===== config.mk =====
export PLATFORM = sky130hd
export DESIGN_NAME = axi_read_downsizer
export DESIGN_NICKNAME = d
export VERILOG_FILES = /design/src/rtl/axi_conv_types_pkg.sv /design/src/rtl/axi_conv_chan_pkg.sv /design/src/rtl/ar_len_convert.sv /design/src/rtl/r_width_downsize.sv /design/src/rtl/axi_read_downsizer.sv
export VERILOG_INCLUDE_DIRS = /design/src /design/src/include
export SDC_FILE = /design/constraint.sdc
export NUM_CORES = 1
export LEC_CHECK = 0
export ABC_AREA = 1
export ABC_CLOCK_PERIOD_IN_PS = 3990
export BUFFER_PORTS_ARGS = -buffer_cell sky130_fd_sc_hd__buf_2
export CORE_MARGIN = 4
export CORE_UTILIZATION = 35
export DETAILED_ROUTE_END_ITERATION = 8
export MAX_ROUTING_LAYER = met4
export PLACE_DENSITY = 0.69
export RECOVER_POWER = 100
export SLEW_MARGIN = 15
export SYNTH_ARGS = -nofsm -noshare
export SYNTH_HDL_FRONTEND = slang
export SYNTH_SLANG_ARGS = --single-unit

===== constraint.sdc =====
create_clock -name axi_inf_slaver -period 3.99 [get_ports axi_inf_slaver]
set_input_delay 1.197 -clock axi_inf_slaver [delete_from_list [all_inputs] [get_ports axi_inf_slaver]]
set_output_delay 1.197 -clock axi_inf_slaver [all_outputs]
set_load 0.01 [all_outputs]

===== src/include/axi_conv_params.svh =====
// fixed widths for 24-bit master beats over 32-bit slave beats, bursts capped at 64 master beats
`ifndef AXI_CONV_PARAMS_SVH
`define AXI_CONV_PARAMS_SVH

// byte address width, same on both sides
`define AXI_ADDR_W      32

// master side beat width in bits
`define AXI_MDATA_W     24

// slave side beat width in bits
`define AXI_SDATA_W     32

// arlen field width
`define AXI_LEN_W       8

// largest master burst in beats
// must stay a multiple of four
`define AXI_MAX_MBEATS  64

`endif


===== src/rtl/axi_conv_types_pkg.sv =====
// scalar types of the read downsizer, widths come from the shared params header
`include "axi_conv_params.svh"

package axi_conv_types_pkg;

    // byte address, passed through unchanged
    typedef logic [`AXI_ADDR_W-1:0]  addr_t;

    // beats minus one
    typedef logic [`AXI_LEN_W-1:0]   len_t;

    // one master beat, three bytes
    typedef logic [`AXI_MDATA_W-1:0] mdata_t;

    // one slave beat, four bytes
    typedef logic [`AXI_SDATA_W-1:0] sdata_t;

    // okay, exokay, slverr, decerr
    typedef logic [1:0]              resp_t;

    // bytes held in the repack buffer, 0 to 6
    typedef logic [2:0]              fill_t;

    // address side burst sequencing
    typedef enum logic [1:0] {
        IDLE,
        ISSUE,
        WAIT_DATA
    } rd_state_t;

endpackage


===== src/rtl/axi_conv_chan_pkg.sv =====
// channel payloads only, valid and ready travel as separate single-bit signals
package axi_conv_chan_pkg;

    import axi_conv_types_pkg::*;

    // read address payload
    // same layout on master and slave side
    typedef struct packed {
        addr_t addr;
        len_t  len;
        logic  id;
    } ar_chan_t;

    // read data toward the master, 24-bit beats
    typedef struct packed {
        mdata_t data;
        resp_t  resp;
        logic   last;
        logic   id;
    } m_r_chan_t;

    // read data from the slave, 32-bit beats
    typedef struct packed {
        sdata_t data;
        resp_t  resp;
        logic   last;
        logic   id;
    } s_r_chan_t;

endpackage


===== src/rtl/ar_len_convert.sv =====
// one read in flight at a time, master bursts must be 4 to 64 beats in steps of four
`timescale 1ns/1ps
`include "axi_conv_params.svh"

module ar_len_convert (
    input  logic                        axi_inf_slaver,
    input  logic                        rst,
    input  axi_conv_chan_pkg::ar_chan_t m_ar,
    input  logic                        m_arvalid,
    output logic                        m_arready,
    output axi_conv_chan_pkg::ar_chan_t s_ar,
    output logic                        s_arvalid,
    input  logic                        s_arready,
    input  logic                        burst_done
);
    import axi_conv_types_pkg::*;
    import axi_conv_chan_pkg::*;

    // holds the largest master beat count
    localparam int BEAT_W = $clog2(`AXI_MAX_MBEATS) + 1;

    rd_state_t         state_q;
    rd_state_t         state_d;
    ar_chan_t          req_q;
    logic [BEAT_W-1:0] m_beats;
    logic [BEAT_W-1:0] s_beats;
    len_t              s_len;

    // master beat count from arlen
    assign m_beats = BEAT_W'(m_ar.len) + BEAT_W'(1);

    // 4 master beats of 3 bytes fill 3 slave words
    assign s_beats = m_beats - (m_beats >> 2);
    assign s_len   = len_t'(s_beats) - len_t'(1);

    // accept only while nothing is outstanding
    assign m_arready = (state_q == IDLE);
    assign s_arvalid = (state_q == ISSUE);
    assign s_ar      = req_q;

    always_comb begin
        state_d = state_q;
        case (state_q)
            IDLE: begin
                if (m_arvalid) begin
                    state_d = ISSUE;
                end
            end
            ISSUE: begin
                // held until the slave takes it
                if (s_arready) begin
                    state_d = WAIT_DATA;
                end
            end
            WAIT_DATA: begin
                // last repacked beat has left
                if (burst_done) begin
                    state_d = IDLE;
                end
            end
            default: state_d = IDLE;
        endcase
    end

    always_ff @(posedge axi_inf_slaver) begin
        if (rst) begin
            state_q <= IDLE;
        end else begin
            state_q <= state_d;
        end
    end

    // request captured with the rescaled length
    always_ff @(posedge axi_inf_slaver) begin
        if (m_arvalid && m_arready) begin
            req_q.addr <= m_ar.addr;
            req_q.len  <= s_len;
            req_q.id   <= m_ar.id;
        end
    end

endmodule


===== src/rtl/r_width_downsize.sv =====
// little-endian byte repack, bursts must end on a whole 24-bit beat and only one may be in flight
`timescale 1ns/1ps
`include "axi_conv_params.svh"

module r_width_downsize (
    input  logic                         axi_inf_slaver,
    input  logic                         rst,
    input  axi_conv_chan_pkg::s_r_chan_t s_r,
    input  logic                         s_rvalid,
    output logic                         s_rready,
    output axi_conv_chan_pkg::m_r_chan_t m_r,
    output logic                         m_rvalid,
    input  logic                         m_rready,
    output logic                         burst_done
);
    import axi_conv_types_pkg::*;
    import axi_conv_chan_pkg::*;

    localparam int M_BYTES   = `AXI_MDATA_W / 8;
    localparam int S_BYTES   = `AXI_SDATA_W / 8;
    // partial master beat plus one full slave beat
    localparam int BUF_BYTES = M_BYTES - 1 + S_BYTES;

    // byte 0 is the oldest stream byte
    logic [BUF_BYTES-1:0][7:0] byte_q;
    logic [BUF_BYTES-1:0][7:0] byte_d;
    // response of the slave beat each byte came from
    resp_t [BUF_BYTES-1:0]     resp_q;
    resp_t [BUF_BYTES-1:0]     resp_d;
    fill_t                     fill_q;
    fill_t                     fill_d;
    fill_t                     cnt_pop;
    logic                      seen_last_q;
    logic                      id_q;
    logic                      pop;
    logic                      push;

    // higher code is more severe, decerr over slverr over okay
    function automatic resp_t worst_resp(input resp_t a, input resp_t b);
        return (a > b) ? a : b;
    endfunction

    assign pop  = m_rvalid && m_rready;
    assign push = s_rvalid && s_rready;

    // room for four more bytes, counting a pop in this cycle
    assign s_rready = (fill_q <= fill_t'(M_BYTES - 1)) ||
                      (pop && (fill_q != fill_t'(BUF_BYTES)));

    // a full master beat is ready whenever three bytes sit in front
    assign m_rvalid = (fill_q >= fill_t'(M_BYTES));

    assign m_r.data = byte_q[M_BYTES-1:0];
    assign m_r.resp = worst_resp(worst_resp(resp_q[0], resp_q[1]), resp_q[2]);
    // slave is done and this beat drains the buffer
    assign m_r.last = seen_last_q && (fill_q == fill_t'(M_BYTES));
    assign m_r.id   = id_q;

    assign burst_done = pop && m_r.last;

    // bytes left after this cycle's pop
    assign cnt_pop = pop ? (fill_q - fill_t'(M_BYTES)) : fill_q;

    always_comb begin
        int k;
        // drop the three oldest bytes on a pop
        byte_d = pop ? (byte_q >> (8 * M_BYTES)) : byte_q;
        resp_d = pop ? (resp_q >> (2 * M_BYTES)) : resp_q;
        // new word lands right behind what remains
        for (int i = 0; i < BUF_BYTES; i++) begin
            k = i - int'(cnt_pop);
            if (push && (k >= 0) && (k < S_BYTES)) begin
                byte_d[i] = s_r.data[8*k +: 8];
                resp_d[i] = s_r.resp;
            end
        end
        fill_d = cnt_pop + (push ? fill_t'(S_BYTES) : fill_t'(0));
    end

    always_ff @(posedge axi_inf_slaver) begin
        if (rst) begin
            fill_q      <= '0;
            seen_last_q <= 1'b0;
        end else begin
            fill_q <= fill_d;
            // cleared as the final master beat leaves
            if (burst_done) begin
                seen_last_q <= 1'b0;
            end else if (push && s_r.last) begin
                seen_last_q <= 1'b1;
            end
        end
    end

    // payload only
    always_ff @(posedge axi_inf_slaver) begin
        byte_q <= byte_d;
        resp_q <= resp_d;
        // id is constant over a burst
        if (push) begin
            id_q <= s_r.id;
        end
    end

endmodule


===== src/rtl/axi_read_downsizer.sv =====
// read path only, single outstanding burst, word aligned addresses and master bursts of 4n beats
`timescale 1ns/1ps

module axi_read_downsizer (
    input  logic                         axi_inf_slaver,
    input  logic                         rst,
    // master side, 24-bit beats
    input  axi_conv_chan_pkg::ar_chan_t  m_ar,
    input  logic                         m_arvalid,
    output logic                         m_arready,
    output axi_conv_chan_pkg::m_r_chan_t m_r,
    output logic                         m_rvalid,
    input  logic                         m_rready,
    // slave side, 32-bit beats
    output axi_conv_chan_pkg::ar_chan_t  s_ar,
    output logic                         s_arvalid,
    input  logic                         s_arready,
    input  axi_conv_chan_pkg::s_r_chan_t s_r,
    input  logic                         s_rvalid,
    output logic                         s_rready
);

    // last master beat out, frees the address side
    logic burst_done;

    // address rescale and burst sequencing
    ar_len_convert ar_len_convert_inst (
        .axi_inf_slaver (axi_inf_slaver),
        .rst            (rst),
        .m_ar           (m_ar),
        .m_arvalid      (m_arvalid),
        .m_arready      (m_arready),
        .s_ar           (s_ar),
        .s_arvalid      (s_arvalid),
        .s_arready      (s_arready),
        .burst_done     (burst_done)
    );

    // 32 to 24 bit data repack
    r_width_downsize r_width_downsize_inst (
        .axi_inf_slaver (axi_inf_slaver),
        .rst            (rst),
        .s_r            (s_r),
        .s_rvalid       (s_rvalid),
        .s_rready       (s_rready),
        .m_r            (m_r),
        .m_rvalid       (m_rvalid),
        .m_rready       (m_rready),
        .burst_done     (burst_done)
    );

endmodule


Yosys cells after proc, flatten, opt, wreduce, memory -nomap -nowiden
Index checks and enable logic that the tools add are counted.

operators by class
  reduce and logical (&&, ||, !) cells = 29
  order comparisons = 16
  mux-type cells = 22
  eq/ne operators = 7
  add/subtract/negate cells = 11
  shifts and indexed selects = 6

operator list
  kind                 number
  $ge 32x1->1 const B  6
  $lt 32x4->1 const B  6
  $shiftx 32x32->8     6
  $mux 48              1
  $mux 8               6
  $mux 2               11
  $logic_and 1x1->1    19
  $mux 12              1
  $reduce_bool 2->1    6
  $sub 1x3->4 const A  2
  $sub 2x3->4 const A  2
  $sub 3x3->4 const A  2
  $sub 7x1->8 const B  1
  $add 7x1->7 const B  1
  $sub 7x5->7          1
  $mux 3               2
  $pmux 2 s3           1
  $gt 2x2->1           2
  $ne 2x1->1 const B   2
  $add 3x3->3          1
  $eq 3x2->1 const B   1
  $ge 3x2->1 const B   1
  $le 3x2->1 const B   1
  $ne 3x3->1 const B   1
  8 further kinds      8

word-level totals
  flip-flop bits (word level) = 108

Longest topological paths before layout
  depth after elaboration = 8
  mapped depth = 21

By module
Synthesis repeated with hierarchy kept, for this count alone.

unflattened totals
  cell total of the unflattened synthesis = 754
  area total of the unflattened synthesis = 6517.5 µm²

modules (own cells, without submodules)
  module            cells an instance  instances  area each (µm²)
  r_width_downsize  582                1          4563.1
  ar_len_convert    172                1          1954.4

Worst setup path after synthesis
OpenSTA, ideal clock, no wires.

  path kind = input to register
  start point = in m_rready
  end point = reg r_width_downsize_inst.byte_q (netlist bit r_width_downsize_inst.m_r[20]), enable pin
  buffers on the path = 5
  data required time = 3651 ps
  stages on the path = 16
  slack = 421 ps
  setup time = 339 ps
  data arrival time = 3230 ps
  cells stage by stage = nand2_2 > buf_6 > nand2_1 > o21ai_2 > buf_4 > inv_2 > buf_2 > ha_1 > clkbuf_1 > inv_1 > o21ai_2 > nand2_2 > nor2_8 > inv_4 > buf_6 > nand2_1

on the way
  word-level cells in the longest chain between the ends = 7

ends and longest elaborated chain
  element                                                  RTL line                                        source
  start: declaration                                       axi_read_downsizer.sv:13                        input logic m_rready,
  $logic_and 1x1->1 (*)                                    r_width_downsize.sv:43                          assign pop = m_rvalid && m_rready;
  $mux 3 / $logic_and 1x1->1 (equally long branches)       r_width_downsize.sv:62, r_width_downsize.sv:48
  $sub 2x3->4 / $logic_or 1x1->1 (equally long branches)   r_width_downsize.sv:71, r_width_downsize.sv:47
  $ge 32x1->1 / $logic_and 1x1->1 (equally long branches)  r_width_downsize.sv:72, r_width_downsize.sv:44
  $logic_and 1x1->1 (2 in a row)                           r_width_downsize.sv:72                          if (push && (k >= 0) && (k < S_BYTES)) begin
  $reduce_bool 2->1 (no source line) (*)                   --
  end signal: assignment                                   r_width_downsize.sv:97                          byte_q <= byte_d;
  end: declaration                                         r_width_downsize.sv:25                          logic [BUF_BYTES-1:0][7:0] byte_q;

Mark *: on every way between the ends. The rest lies on a longest branch, timed or not.
A chain may end at the register's enable or synchronous reset.

Worst setup path in the final report
  start point = reg r_width_downsize_inst.fill_q[0]
  end point = reg r_width_downsize_inst.byte_q (netlist bit r_width_downsize_inst.m_r[20]), enable pin

on the way
  word-level cells in the longest chain between the ends = 8

ends and longest elaborated chain
  element                                                  RTL line                                        source
  start: declaration                                       r_width_downsize.sv:30                          fill_t fill_q;
  start signal: assignment                                 r_width_downsize.sv:85                          fill_q <= fill_d;
  $ge 3x2->1                                               r_width_downsize.sv:51                          assign m_rvalid = (fill_q >= fill_t'(M_BYTES));
  $logic_and 1x1->1                                        r_width_downsize.sv:43
  $mux 3 / $logic_and 1x1->1 (equally long branches)       r_width_downsize.sv:62, r_width_downsize.sv:48
  $sub 2x3->4 / $logic_or 1x1->1 (equally long branches)   r_width_downsize.sv:71, r_width_downsize.sv:47
  $ge 32x1->1 / $logic_and 1x1->1 (equally long branches)  r_width_downsize.sv:72, r_width_downsize.sv:44
  $logic_and 1x1->1 (2 in a row)                           r_width_downsize.sv:72
  $reduce_bool 2->1 (no source line) (*)                   --

Marks and branches as above.

==> impl_metrics.toml <==
[floorplan]
die_h_um = 139.6
pin_count = 156
die_area_um2 = 19480
start_util = 0.3615
dieWidth_um = 139.6
rows = 47
core_area_um2 = 16760

[global_route]
grt_first_pass_wirelength_um = 23850
gr-total-overflow = 0
grt_pass1_vias = 4751
grt_usage = 0.1590
grt_max_degree = 42
antenna_found_initial = 0

[clock_network]
post_cts_buffers = 0
clk_pin_slew_ps = 80
ctsHoldBuffers = 0
clk_path_buf_depth = 2
clockRootBuffer = "clkbuf_16"
cts_htree_levels = 3
cts-resized-gates = 0
cts_sinks = 108
worstSkewPairLatency_ps = 350
cts-buffers-inserted = 9
cts_tree = "yes"

[timing]
worst_slew_pin_slew_ps = 2234
max_slew_margin = -0.4893
grt_setup_unrepaired = "false"
fin_tns_setup_ps = 0
fin_crit_ps = 3586
setup_viol = 0
final-hold-violation-count = 0
fmax_mhz = 278.9
slew_violations = 42
fin_crit_sh = 0.8988
clock_skew_ps = 8.051

[layout]
nets = 898
area_growth_pct = 16.56
drive_gt1_frac = 0.1621
antenna_cells = 0
final_cell_mix = "nand2_1, edfxtp_1, buf_2"
fillers = 1748
finish.cell_count_without_fillers = 1016
final_cell_area_um2 = 7062
mostFrequentLayoutCell = "nand2_1"

[yosys]
syn_area_um2 = 6058
ys_seq_area_frac = 0.5254
synth_flop_cell = "edfxtp_1"
syn_avg_cell_area_um2 = 9.165
netlist_instances = 661
ys_warn_count = 0
synth-edff-count = 102
syn_nets = 768
async_flop_share = 0
synth_cell_types = 40
synth_seq_cells = 108

[worst_setup_path]
setup.worst_path.class = "flop to flop"
reg2regPathDepth = 13
crit_fanout = 25
cp.required_ps = 4000
cp.arrival_ps = 3590
endpoint_kind = "flop"
crit_path_start_kind = "flop"

[min_path]
holdPathStages = 2
holdCritPathClass = "flop to flop"

[drt]
dr.pass1.iters = 7
via_count = 4870
drc = 0
drt_iter0_markers = 437
antenna_left = 0
viasPerCell = 4.793
routedWlPerCell_um = 14.81
routed_wl_um = 15040

[pwr]
vdd_drop_max_mv = 0.2398
p_leak_nw = 3.066
power.density_nw_per_um2 = 670.9

[placement]
placed_area_um2 = 6887
dp.cells = 1000
io_buffers = 154
dpl.hpwl_um = 11560
place_congestion = 0.8957

[status]
status = "finished, violations left"
violations = "max-capacitance violations, max-slew violations"

[job]
cap_violations = 1
-- power by group --
group / internal [mW] / switching (mW) / leakage [nW] / total, mW
sequential: 1.73 / 0.0843 / 1.03 / 1.81
combinational: 0.609 / 1.38 / 1.88 / 1.99
clock: 0.498 / 0.433 / 0.152 / 0.930
total: 2.84 / 1.90 / 3.07 / 4.74
-- cells in the mapped netlist (3+ instances only) --
cell type  count  area (µm²)
a21oi_1       15       75.07
buf_2         12       60.06
buf_4         27       202.7
clkbuf_1       5       18.77
dfxtp_1        6       120.1
edfxtp_1     102        3063
ha_1          23       287.8
inv_1         64       240.2
inv_2          5       18.77
mux2i_1       13       130.1
nand2_1      168       630.6
nand2_2        5       31.28
nand2_4        3       33.78
nand3_1       63       315.3
nand3b_1       4       30.03
nor2_1        53       198.9
nor2_2         3       18.77
nor3_1         8       40.04
o21ai_0       38       190.2
o21ai_1       10       50.05
o21ai_2        4       35.03
or2_2          3       18.77
xor2_1         5       43.79
-- state kept, by name (all words and copies together) (netlist names) --
register	flops
ar_len_convert_inst.s_ar	41
ar_len_convert_inst.state_q	2
r_width_downsize_inst.byte_q	24
r_width_downsize_inst.fill_q	3
r_width_downsize_inst.id_q	1
r_width_downsize_inst.m_r	24
r_width_downsize_inst.resp_q	12
r_width_downsize_inst.seen_last_q	1
-- kinds of logic (layout without fill, tap and decap cells) --
logic type      Yosys count  after routing  synth area share
simple gates            314            314            0.2247
fa+ha+maj                24             24           0.05081
mux                      13             13           0.02148
buf+inv                 119            254           0.09707
flops                   108            108            0.5254
compound gates           77             77           0.07187
xor+xnor                  6              6          0.008674
-- layout make-up --
cell class	count	area, µm²	area share
clock buffers	9	225.2	0.03189
well taps	220	275.3	0.03898
clock inverters	7	81.33	0.01152
inverters	72	276.5	0.03916
flip-flops and latches	108	3183	0.4507
multi-input cells	434	2265	0.3207
repair buffers	166	755.7	0.1070
-- metal layers --
layer / up-vias / global-route usage / part of all wire
met3: 31 / 0.04014 / 0.067
met5: - / - / 0
li1: 2441 / - / -
met4: 0 / 0.06119 / 0.030
met1: 2218 / 0.1897 / 0.41
met2: 180 / 0.2601 / 0.49
-- metrics by stage --
step | utilization | hold slack [ps] | total power, mW | setup WS, ps
after floorplan | - | 430.6 | 3.392 | 420.7
after global placement | 0.4109 | 441.2 | 3.869 | 374.4
after detailed placement | 0.4109 | 444.9 | 3.922 | 293.4
after CTS | 0.4292 | 456.7 | 4.867 | 510.4
after global routing | 0.4214 | 518.8 | 5.130 | 115.7
final | 0.4214 | 455.7 | 4.738 | 403.9
-- path summary, 6_finish.rpt --
check	slack, ps	start	end
hold / removal	460	r_width_downsize_inst.seen_last_q$_SDFFE_PP0P_	r_width_downsize_inst.seen_last_q$_SDFFE_PP0P_
hold reg to reg	460	r_width_downsize_inst.seen_last_q$_SDFFE_PP0P_	r_width_downsize_inst.seen_last_q$_SDFFE_PP0P_
setup reg to reg	400	r_width_downsize_inst.fill_q[0]$_SDFF_PP0_	r_width_downsize_inst.m_r[20]$_DFFE_PP_
setup / recovery	400	r_width_downsize_inst.fill_q[0]$_SDFF_PP0_	r_width_downsize_inst.m_r[20]$_DFFE_PP_
-- worst max-delay path, cell delays in order (launching register included) --
cell,delay (ps)
dfxtp_1,350
ha_1,200
ha_1,200
nor2_1,140
nand2_2,80
nand2_1,440
nand2_1,100
nand2_1,470
clkbuf_2,500
o21ai_2,100
nand2_1,160
nor2_8,70
inv_4,130
nand2_1,280
No activity file was read; power rests on OpenSTA's default activity.
